$ cat src/hdl/hostBusPkg.sv
// APB address map and the control and pixel views of the data word
`default_nettype none

package hostBusPkg;

    // --------------------
    // Bus widths
    // --------------------
    localparam int apbAddrBits = 10;
    localparam int apbDataBits = 32;

    // --------------------
    // Register map, byte offsets
    // --------------------
    localparam logic [apbAddrBits-1:0] ctrlAddr = 10'h000;
    localparam logic [apbAddrBits-1:0] statusAddr = 10'h004;
    // 128 pixel words, 0x200 up to 0x3FC
    localparam logic [apbAddrBits-1:0] pixelBase = 10'h200;

    // Control register layout
    typedef struct packed {
        logic        enable;
        logic [6:0]  reserved;
        logic [23:0] background;
    } ctrlWord_t;

    // Pixel word, RGB in the low three bytes
    typedef struct packed {
        logic [7:0] reserved;
        logic [7:0] red;
        logic [7:0] green;
        logic [7:0] blue;
    } pixelWord_t;

    // Same pwdata bits, meaning chosen by address
    typedef union packed {
        ctrlWord_t  ctrl;
        pixelWord_t pixel;
    } apbWord_u;

endpackage

`default_nettype wire

$ cat src/hdl/videoTimingPkg.sv
// Display mode timing, counter widths and frame geometry
`default_nettype none

package videoTimingPkg;

    // --------------------
    // Horizontal timing in pixel clocks
    // --------------------
    localparam int hDisplay = 16;
    localparam int hFront = 2;
    localparam int hSync = 3;
    localparam int hBack = 3;
    localparam int hTotal = hDisplay + hFront + hSync + hBack;

    // --------------------
    // Vertical timing in lines
    // --------------------
    localparam int vDisplay = 8;
    localparam int vBottom = 1;
    localparam int vSync = 2;
    localparam int vTop = 1;
    localparam int vTotal = vDisplay + vBottom + vSync + vTop;

    // Whole frame in clock cycles
    localparam int frameCycles = hTotal * vTotal;

    // Counter widths, 0..23 and 0..11
    localparam int hCountBits = 5;
    localparam int vCountBits = 4;

    // Frame store geometry, raster-order index
    localparam int pixelWords = hDisplay * vDisplay;
    localparam int pixelAddrBits = 7;
    localparam int pixelBits = 24;

endpackage

`default_nettype wire

$ cat src/hdl/frameMemIf.sv
// Request and grant interface between a requester and the frame store
`default_nettype none

interface frameMemIf import videoTimingPkg::*; ();

    // Request side, held stable until gnt
    logic                     req;
    logic                     we;
    logic [pixelAddrBits-1:0] addr;
    logic [pixelBits-1:0]     wdata;

    // Store side
    // gnt completes the access in its cycle
    logic                     gnt;
    // Valid one cycle after a read grant
    logic [pixelBits-1:0]     rdata;

    modport requester (
        output req,
        output we,
        output addr,
        output wdata,
        input  gnt,
        input  rdata
    );

    modport store (
        input  req,
        input  we,
        input  addr,
        input  wdata,
        output gnt,
        output rdata
    );

endinterface

`default_nettype wire

$ cat src/hdl/apbHostPort.sv
// APB slave with control and status registers and pixel access to the frame store
`default_nettype none

module apbHostPort
    import videoTimingPkg::*;
    import hostBusPkg::*;
(
    input  logic                   clk,
    input  logic                   rst,
    input  logic                   psel,
    input  logic                   penable,
    input  logic                   pwrite,
    input  logic [apbAddrBits-1:0] paddr,
    input  logic [apbDataBits-1:0] pwdata,
    output logic [apbDataBits-1:0] prdata,
    output logic                   pready,
    output logic                   pslverr,
    input  logic                   fe,
    frameMemIf.requester           mem,
    output logic                   enable,
    output logic [pixelBits-1:0]   background
);

    logic       accessPhase;
    logic       isCtrl;
    logic       isStatus;
    logic       isPixel;
    logic       isUnmapped;
    // Read granted, data due this cycle
    logic       readWait;
    ctrlWord_t  ctrlReg;
    logic [15:0] frameCount;
    apbWord_u   wordIn;

    // --------------------
    // Address decode
    // --------------------
    assign accessPhase = psel && penable;
    assign isCtrl      = (paddr == ctrlAddr);
    assign isStatus    = (paddr == statusAddr);
    assign isPixel     = (paddr >= pixelBase);
    assign isUnmapped  = !(isCtrl || isStatus || isPixel);
    assign wordIn      = pwdata;

    // Frame store request, word index from byte address
    assign mem.req   = accessPhase && isPixel && !readWait;
    assign mem.we    = pwrite;
    assign mem.addr  = paddr[pixelAddrBits+1:2];
    assign mem.wdata = {wordIn.pixel.red, wordIn.pixel.green, wordIn.pixel.blue};

    // --------------------
    // Response
    // --------------------
    always_comb begin
        pready  = 1'b0;
        pslverr = 1'b0;
        prdata  = '0;
        if (accessPhase) begin
            if (isPixel) begin
                // Write done at grant, read one cycle later
                pready = readWait || (mem.gnt && pwrite);
                prdata = {8'h00, mem.rdata};
            end else begin
                pready  = 1'b1;
                pslverr = isUnmapped;
                if (isCtrl) begin
                    prdata = ctrlReg;
                end else if (isStatus) begin
                    prdata = {16'h0000, frameCount};
                end
            end
        end
    end

    // --------------------
    // Registers
    // --------------------
    always_ff @(posedge clk) begin
        if (rst) begin
            readWait   <= 1'b0;
            ctrlReg    <= '0;
            frameCount <= '0;
        end else begin
            readWait <= mem.req && mem.gnt && !pwrite;
            if (accessPhase && pwrite && isCtrl) begin
                ctrlReg <= wordIn.ctrl;
            end
            // Wraps at 16 bits
            if (fe) begin
                frameCount <= frameCount + 1'b1;
            end
        end
    end

    assign enable     = ctrlReg.enable;
    assign background = ctrlReg.background;

endmodule

`default_nettype wire

$ cat src/hdl/displayTiming.sv
// Horizontal and vertical counters with registered video timing strobes
`default_nettype none

module displayTiming import videoTimingPkg::*; (
    input  logic clk,
    input  logic rst,
    output logic vde,
    output logic fvde,
    output logic fe,
    output logic hsync,
    output logic vsync
);

    logic [hCountBits-1:0] hCount;
    logic [hCountBits-1:0] hNext;
    logic [vCountBits-1:0] vCount;
    logic [vCountBits-1:0] vNext;

    // --------------------
    // Next counter position
    // --------------------
    always_comb begin
        hNext = hCount + 1'b1;
        vNext = vCount;
        // End of line wraps h and steps v
        if (hCount == hCountBits'(hTotal - 1)) begin
            hNext = '0;
            if (vCount == vCountBits'(vTotal - 1)) begin
                vNext = '0;
            end else begin
                vNext = vCount + 1'b1;
            end
        end
    end

    always_ff @(posedge clk) begin
        if (rst) begin
            hCount <= '0;
            vCount <= '0;
        end else begin
            hCount <= hNext;
            vCount <= vNext;
        end
    end

    // --------------------
    // Strobes
    // --------------------
    // Decoded from the next position so each flop lines up with the counters
    always_ff @(posedge clk) begin
        if (rst) begin
            vde   <= 1'b0;
            fvde  <= 1'b0;
            fe    <= 1'b0;
            hsync <= 1'b0;
            vsync <= 1'b0;
        end else begin
            // Active area
            vde  <= (hNext < hCountBits'(hDisplay)) && (vNext < vCountBits'(vDisplay));
            fvde <= (vNext < vCountBits'(vDisplay));
            // Last counter position of the frame
            fe   <= (hNext == hCountBits'(hTotal - 1)) && (vNext == vCountBits'(vTotal - 1));
            // Line sync after the front porch
            hsync <= (hNext >= hCountBits'(hDisplay + hFront))
                  && (hNext < hCountBits'(hDisplay + hFront + hSync));
            // Whole sync lines after the bottom border
            vsync <= (vNext >= vCountBits'(vDisplay + vBottom))
                  && (vNext < vCountBits'(vDisplay + vBottom + vSync));
        end
    end

endmodule

`default_nettype wire

$ cat src/hdl/frameStore.sv
// Fixed-priority arbiter in front of a single-port pixel RAM
`default_nettype none

module frameStore import videoTimingPkg::*; (
    input  logic clk,
    frameMemIf.store scan,
    frameMemIf.store host
);

    // One frame, raster order
    logic [pixelBits-1:0]     ram [pixelWords];
    logic [pixelAddrBits-1:0] ramAddr;
    logic [pixelBits-1:0]     rdataQ;

    // --------------------
    // Arbiter
    // --------------------
    // Scan-out always wins, host waits
    always_comb begin
        scan.gnt = scan.req;
        host.gnt = host.req && !scan.req;
        if (scan.req) begin
            ramAddr = scan.addr;
        end else begin
            ramAddr = host.addr;
        end
    end

    // --------------------
    // RAM
    // --------------------
    // Only the host writes
    always_ff @(posedge clk) begin
        if (host.gnt && host.we) begin
            ram[ramAddr] <= host.wdata;
        end
        // Old data on a write cycle
        rdataQ <= ram[ramAddr];
    end

    // Shared return path, each side samples after its own grant
    assign scan.rdata = rdataQ;
    assign host.rdata = rdataQ;

endmodule

`default_nettype wire

$ cat src/hdl/scanoutFetch.sv
// Raster address counter, frame store read and two-stage pixel output pipeline
`default_nettype none

module scanoutFetch import videoTimingPkg::*; (
    input  logic                 clk,
    input  logic                 rst,
    input  logic                 vde,
    input  logic                 hsync,
    input  logic                 vsync,
    input  logic                 fe,
    input  logic                 enable,
    input  logic [pixelBits-1:0] background,
    frameMemIf.requester         mem,
    output logic [pixelBits-1:0] pixel,
    output logic                 vdeOut,
    output logic                 hsyncOut,
    output logic                 vsyncOut,
    output logic                 feOut
);

    logic [pixelAddrBits-1:0] rasterAddr;
    // Timing bits {vde, hsync, vsync, fe} per stage
    logic [3:0] syncD1;
    logic [3:0] syncD2;
    // Stage 1 pixel comes from memory
    logic       fetchD1;

    // Raster index, steps on every active pixel
    always_ff @(posedge clk) begin
        if (rst || fe) begin
            rasterAddr <= '0;
        end else if (vde) begin
            rasterAddr <= rasterAddr + 1'b1;
        end
    end

    // --------------------
    // Memory read
    // --------------------
    // Read only, priority grant lands in the same cycle
    assign mem.req   = vde && enable;
    assign mem.we    = 1'b0;
    assign mem.addr  = rasterAddr;
    assign mem.wdata = '0;

    // --------------------
    // Output pipeline
    // --------------------
    always_ff @(posedge clk) begin
        if (rst) begin
            syncD1  <= '0;
            syncD2  <= '0;
            fetchD1 <= 1'b0;
            pixel   <= '0;
        end else begin
            syncD1  <= {vde, hsync, vsync, fe};
            syncD2  <= syncD1;
            fetchD1 <= mem.req && mem.gnt;
            // Black outside active video
            if (!syncD1[3]) begin
                pixel <= '0;
            end else if (fetchD1) begin
                pixel <= mem.rdata;
            end else begin
                pixel <= background;
            end
        end
    end

    assign {vdeOut, hsyncOut, vsyncOut, feOut} = syncD2;

endmodule

`default_nettype wire

$ cat src/hdl/videoPipeTop.sv
// Display pipeline top with timing, APB host port, scan-out and frame store
`default_nettype none

module videoPipeTop
    import videoTimingPkg::*;
    import hostBusPkg::*;
(
    input  logic                   clk,
    input  logic                   rst,
    // APB slave
    input  logic                   psel,
    input  logic                   penable,
    input  logic                   pwrite,
    input  logic [apbAddrBits-1:0] paddr,
    input  logic [apbDataBits-1:0] pwdata,
    output logic [apbDataBits-1:0] prdata,
    output logic                   pready,
    output logic                   pslverr,
    // Video out, two cycles behind the counters
    output logic [pixelBits-1:0]   pixel,
    output logic                   vde,
    output logic                   hsync,
    output logic                   vsync,
    output logic                   fe
);

    // --------------------
    // Timing strobes
    // --------------------
    logic tVde;
    logic tFe;
    logic tHsync;
    logic tVsync;
    // Control register fields
    logic                 enable;
    logic [pixelBits-1:0] background;

    frameMemIf scanMem ();
    frameMemIf hostMem ();

    displayTiming timing0 (
        .clk   (clk),
        .rst   (rst),
        .vde   (tVde),
        .fvde  (),
        .fe    (tFe),
        .hsync (tHsync),
        .vsync (tVsync)
    );

    apbHostPort hostPort0 (
        .clk        (clk),
        .rst        (rst),
        .psel       (psel),
        .penable    (penable),
        .pwrite     (pwrite),
        .paddr      (paddr),
        .pwdata     (pwdata),
        .prdata     (prdata),
        .pready     (pready),
        .pslverr    (pslverr),
        .fe         (tFe),
        .mem        (hostMem.requester),
        .enable     (enable),
        .background (background)
    );

    scanoutFetch scanout0 (
        .clk        (clk),
        .rst        (rst),
        .vde        (tVde),
        .hsync      (tHsync),
        .vsync      (tVsync),
        .fe         (tFe),
        .enable     (enable),
        .background (background),
        .mem        (scanMem.requester),
        .pixel      (pixel),
        .vdeOut     (vde),
        .hsyncOut   (hsync),
        .vsyncOut   (vsync),
        .feOut      (fe)
    );

    // Scan-out on the priority port
    frameStore store0 (
        .clk  (clk),
        .scan (scanMem.store),
        .host (hostMem.store)
    );

endmodule

`default_nettype wire

$ cat config.mk
export PLATFORM = sky130hd
export DESIGN_NAME = videoPipeTop
export DESIGN_NICKNAME = d
export VERILOG_FILES = /design/src/hdl/hostBusPkg.sv /design/src/hdl/videoTimingPkg.sv /design/src/hdl/frameMemIf.sv /design/src/hdl/apbHostPort.sv /design/src/hdl/displayTiming.sv /design/src/hdl/frameStore.sv /design/src/hdl/scanoutFetch.sv /design/src/hdl/videoPipeTop.sv
export SDC_FILE = /design/constraint.sdc
export NUM_CORES = 2
export LEC_CHECK = 0
export ABC_AREA = 1
export BUFFER_PORTS_ARGS = -buffer_cell sky130_fd_sc_hd__buf_2
export CORE_MARGIN = 3
export CORE_UTILIZATION = 30
export CTS_BUF_LIST = sky130_fd_sc_hd__clkbuf_16
export CTS_CLUSTER_SIZE = 16
export DETAILED_ROUTE_END_ITERATION = 16
export GPL_TIMING_DRIVEN = 1
export PLACE_DENSITY = 0.55
export SLEW_MARGIN = 30
export SYNTH_ARGS = -nofsm -noshare
export SYNTH_HDL_FRONTEND = slang
export SYNTH_HIERARCHICAL = 1
export SYNTH_SLANG_ARGS = --single-unit
export TNS_END_PERCENT = 5
$ cat constraint.sdc
create_clock -name clk -period 3.9 [get_ports clk]
set_input_delay 0.39 -clock clk [delete_from_list [all_inputs] [get_ports clk]]
set_output_delay 0.39 -clock clk [all_outputs]
set_load 0.005 [all_outputs]
# Yosys cells after proc, flatten, opt, wreduce, memory -nomap -nowiden
# Memory sizes are Yosys's and may differ from the RTL's. A register that Yosys moved wholly into a read port is not among the register bits.
# Index checks and enable logic that the tools add are counted.
# Widths: inputs -> output; s select.
classes:
  addsub: 4
  order_cmp: 7
  eq_ne: 5
  muxes: 15
  bitwise_logic: 1
  reduce_logical: 24
op_table:
  columns: ["op", "n"]
  rows:
  - ["$mux 32", 3]
  - ["$mux 24", 1]
  - ["$add 16x1->16 const B", 1]
  - ["$mux 16", 1]
  - ["$logic_and 1x1->1", 14]
  - ["$eq 10x3->1 const B", 1]
  - ["$eq 5x5->1 const B", 2]
  - ["$ge 10x10->1 const B", 1]
  - ["$logic_not 10->1", 1]
  - ["$lt 5x5->1 const B", 2]
  - ["$eq 4x4->1 const B", 2]
  - ["$lt 4x4->1 const B", 2]
  - ["$mux 4", 2]
  - ["$add 7x1->7 const B", 1]
  - ["$mux 7", 1]
  - ["$mux 1", 6]
  - ["$add 5x1->5 const B", 1]
  - ["$ge 5x5->1 const B", 1]
  - ["$mux 5", 1]
  - ["$add 4x1->4 const B", 1]
  - ["$ge 4x4->1 const B", 1]
  - ["$logic_not 1->1", 4]
  - ["$logic_or 1x1->1", 4]
  - ["$reduce_or 2->1", 1]
  - ["$not 1->1", 1]
word_totals:
  register_bits: 102
  ram_bits: 3072
  out_inout_bits: 62
  n_memories: 1
memory_table:
  columns: ["name", "depth", "word_bits", "read_ports", "rd_ports_with_merged_regs", "wr", "line_no", "source"]
  rows:
  - ["store0.ram", 128, 24, 1, 1, 1, "frameStore.sv:11", "logic [pixelBits-1:0] ram [pixelWords];"]

# Depth between registers and ports, before layout
logic_depth:
  depth_word: 8
  depth_mapped: 21
  mapped_depth_nobuf: 17

# By module
# The synthesis kept the hierarchy.
by_module_without_submodules:
  columns: ["mod", "n_inst", "cells_each", "area_per_inst_um2"]
  rows:
  - ["frameStore", 1, 12897, 130518.9]
  - ["apbHostPort", 1, 526, 3214.3]
  - ["scanoutFetch", 1, 204, 1634.1]
  - ["displayTiming", 1, 90, 729.4]

# Worst setup path after synthesis
# Ideal clock, no wire load.
synth_path:
  kind: "register to register"
  from: "register timing0.vde"
  to: "memory store0.ram[101][0] (enable)"
  setup_time_ps: 405
  t_arrival_ps: 2894
  required_time_ps: 3495
  path_slack_ps: 601
  path_stages_with_launch: 13
  path_buffers: 4
  period_less_slack_ps: 3299
  path_cell_list: "dfxtp_1 nand2_1 inv_1 inv_2 buf_2 nand2_1 nand2_2 buf_4 buf_2 nor2_4 nand3_1 buf_2 nor2_1"
synth_between:
  elab_chain_cells: 6
  elab_cells_between_ends: 7
  classes_between: "mux (3); reduce/logical (4)"
synth_lines:
  columns: ["item", "line_no", "source"]
  rows:
  - ["start: declaration", "displayTiming.sv:7", "output logic vde,"]
  - ["start signal: assignment", "displayTiming.sv:59", "vde <= (hNext < hCountBits'(hDisplay)) && (vNext < vCountBits'(vDisplay));"]
  - ["$logic_and 1x1->1 (*)", "scanoutFetch.sv:41", "assign mem.req = vde && enable;"]
  - ["named net scanMem.req", "frameMemIf.sv:7", "logic req;"]
  - ["$logic_not 1->1", "frameStore.sv:21", "host.gnt = host.req && !scan.req;"]
  - ["$logic_and 1x1->1", "frameStore.sv:21", null]
  - ["$logic_and 1x1->1", "frameStore.sv:34", "if (host.gnt && host.we) begin"]
  - ["$mux 1", "frameStore.sv:34", null]
  - ["$mux 1 (implied by the code)", "frameStore.sv:35", "ram[ramAddr] <= host.wdata;"]
  - ["end: declaration", "frameStore.sv:11", null]
# Mark *: on every way through the listed nets, which the timed path passes. The rest lies on a longest branch.

# Final worst setup path
layout_path:
  from: "register timing0.vde"
  to: "register store0.rdataQ[8], in the netlist store0/host.rdata[8], read port of store0.ram"
layout_between:
  elab_chain_cells: 2
layout_lines:
  columns: ["item", "line_no", "source"]
  rows:
  - ["$logic_and 1x1->1", "scanoutFetch.sv:41", null]
  - ["named net scanMem.req", "frameMemIf.sv:7", null]
  - ["$mux 7", "frameStore.sv:22", "if (scan.req) begin"]
  - ["end: declaration", "frameStore.sv:13", "logic [pixelBits-1:0] rdataQ;"]
# The timed path passes the listed nets, and every way through them passes these cells.
# A chain may end at the register's enable or synchronous reset.

==> impl_metrics.py <==
metrics = {
    "drt": {
        "met2_length_mm": 188.1,
        "met3_length_mm": 31.59,
        "first_pass_iters": 6,
        "top_layer": "met5",
        "drt-met1-wl_mm": 188.1,
        "via_count": 94210,
        "post_drt_via_cell_ratio": 4.690,
        "wl_mm": 421.8,
        "drcViolationCount": 0,
        "wl_per_cell_um": 21.00,
        "ant_nets": 0,
        "drt_iter0_drc": 10370,
    },
    "min_path": {
        "hold_path.class": "primary input to flip-flop",
        "hold_end": "hostPort0/background[0]",
        "min_from": "pwdata[0]",
        "hold_path_depth": 3,
    },
    "synth": {
        "ys_warn_count": 6,
        "syn_nets": 13740,
        "synth_area_um2": 135900,
        "synth.avg_cell_area_um2": 9.926,
        "synthCells": 13690,
    },
    "die": {
        "fp-row-count": 246,
        "die_y_um": 679.0,
        "die_area_um2": 461000,
        "io_pins": 109,
        "coreArea_um2": 450000,
        "dieWidth_um": 679.0,
        "initial_core_util_pct": 30.20,
    },
    "placed_design": {
        "dp_cells": 19460,
        "dp_hpwl_mm": 250.6,
        "io_buffers": 108,
        "gp_congestion": 0.8866,
    },
    "critical_path": {
        "path_class": "flip-flop to flip-flop",
        "rr_worst_depth": 16,
        "worst_ep_required_time_ps": 4630,
        "r2r-end": "store0/host.rdata[8]",
        "end_kind": "flip-flop",
        "crit_fanout": 55,
        "setup.worst_path.start_class": "flip-flop",
        "arrival_ps": 4400,
        "cp-startpoint": "timing0/vde",
        "ff2ff_setup_slack_ps": 240,
        "r2r-start": "timing0/vde",
    },
    "clock_network": {
        "clk_latency_ps": 920,
        "clock_sinks": 3198,
        "cts_buffers": 329,
        "h-tree-depth": 5,
        "cts_root_buf": "clkbuf_16",
        "clkTransAtPathRegs_ps": 60,
        "cts_tree": "built",
        "cts_max_path_buffers": 4,
    },
    "flow_run": {
        "drv_cap": 0,
    },
    "power_and_ir_drop": {
        "p_leak_nw": 64.67,
        "vdd_drop_max_v": 0.0003815,
        "p_total_mw": 73.55,
        "power.density_nw_per_um2": 471.4,
    },
    "final_layout": {
        "drive_gt1_share_pct": 8.805,
        "stdcell_count": 20090,
        "final_nets": 13930,
        "nFillCells": 45070,
        "syn_to_final_growth_pct": 14.82,
    },
    "timing": {
        "max_slew_margin_pct": 28.64,
        "worstMarginPinSlew_ps": 1070,
        "grt_setup_unrepaired": "false",
        "period_needed_ps": 3664,
        "finalCritPeriodShare_pct": 93.96,
        "setup_viol": 0,
        "slew_viol_final": 0,
        "final_hold_viol_count": 0,
        "fmax_mhz": 272.9,
        "finClkSkew_ps": 77.62,
    },
    "global_routing": {
        "grt_overflow": 0,
        "antenna_found_initial": 16,
        "grt_max_degree": 103,
        "grt_pass1_wl_mm": 609.4,
        "first_global_vias": 86800,
        "grt_use_total_pct": 17.66,
    },
    "outcome": {
        "status": "finished, final reports clean",
    },
}
==> final cells by class <==
type	count	area, um^2	area share, %
Antenna cell	7	17.52	0.01123
Multi-Input combinational cell	9552	36920	23.67
Clock inverter	252	1983	1.271
Clock buffer	332	8308	5.325
Sequential cell	3198	94770	60.74
Inverter	181	695.7	0.4459
Tap cell	5952	7447	4.773
Timing Repair Buffer	614	5877	3.767
==> power by group <==
group | switching, mW | internal [mW]
sequential | 0.151 | 37.7
clock | 13.3 | 17.4
combinational | 3.87 | 1.20
total | 17.3 | 56.2
==> routing by layer <==
metal | track usage (%) | vias to the layer above
met5 | 0 | -
met3 | 2.284 | 580
met2 | 27.38 | 3547
met1 | 25.60 | 45780
li1 | - | 44310
met4 | 5.670 | 2
==> per-stage QoR <==
| step | hold slack [ps] | setup TNS, ps | worst slack [ps] | instance area (um^2) | utilization, % |
|---|---|---|---|---|---|
| global route | 32.08 | 0 | 146.8 | 156000 | 34.67 |
| CTS | 4.113 | -59.66 | -59.66 | 155900 | 34.64 |
| floorplan | 388.3 | 0 | 601.4 | 135900 | - |
| finish | 22.11 | 0 | 235.6 | 156000 | 34.67 |
| global placement | 389.8 | -858.9 | -361.3 | 145300 | 32.30 |
| detailed placement | 395.5 | -367.0 | -208.9 | 145300 | 32.30 |
==> how the worst max path moves through the flow <==
| stage | endpoint | slack (ps) | cells past startpoint |
|---|---|---|---|
| 2_1_floorplan | store0/ram[101][0] | 600 | 12 |
| 3_3_place_gp | store0/host.rdata[13] | -360 | 18 |
| 3_5_place_dp | store0/host.rdata[7] | -210 | 20 |
| 4_1_cts | store0/host.rdata[7] | -60 | 21 |
| 5_1_grt | store0/host.rdata[8] | 150 | 20 |
| 6_report | store0/host.rdata[8] | 240 | 16 |
==> registers in the layout, indices dropped and copies added, names as in the netlist, 4 cells and up <==
register / count
hostPort0/background: 24
hostPort0/ctrlReg: 7
hostPort0/frameCount: 16
scanout0/mem.addr: 7
scanout0/pixel: 24
scanout0/syncD1: 4
scanout0/syncD2: 4
store0/host.rdata: 24
store0/ram: 3072
timing0/hCount: 5
timing0/vCount: 4
==> worst max-delay path: stages (launching register included) <==
cell        delay, ps
dfxtp_1           440
nand2_1           130
clkinvlp_4        150
inv_4              80
or2_1             220
o21ai_2           130
inv_1              90
nand2_1           220
clkinv_2          290
buf_12            290
buf_4             310
nand2_1           100
nand2_1           130
nor2_1            180
nor2_1            120
nor2_1            420
nand2_1           110
==> placed cells by master (no fill, tap or decap), types with 84 or more instances in the layout <==
cell type and n:
buf_12 104, buf_2 84, buf_4 379, clkbuf_16 332, dfxtp_1 126, edfxtp_1 3072
inv_1 221, nand2_1 8790, nand3_1 108, nor2_1 360, nor2_2 134
==> repair_timing <==
item	CTS	global route
buffers inserted	0	10
gates cloned	0	1
endpoints found under the setup margin	3	123
pin swaps	0	1
endpoints found under the hold margin	248	33
hold buffers	21	1
gates resized for setup	4	4
Power figures use the tool's default switching activity.
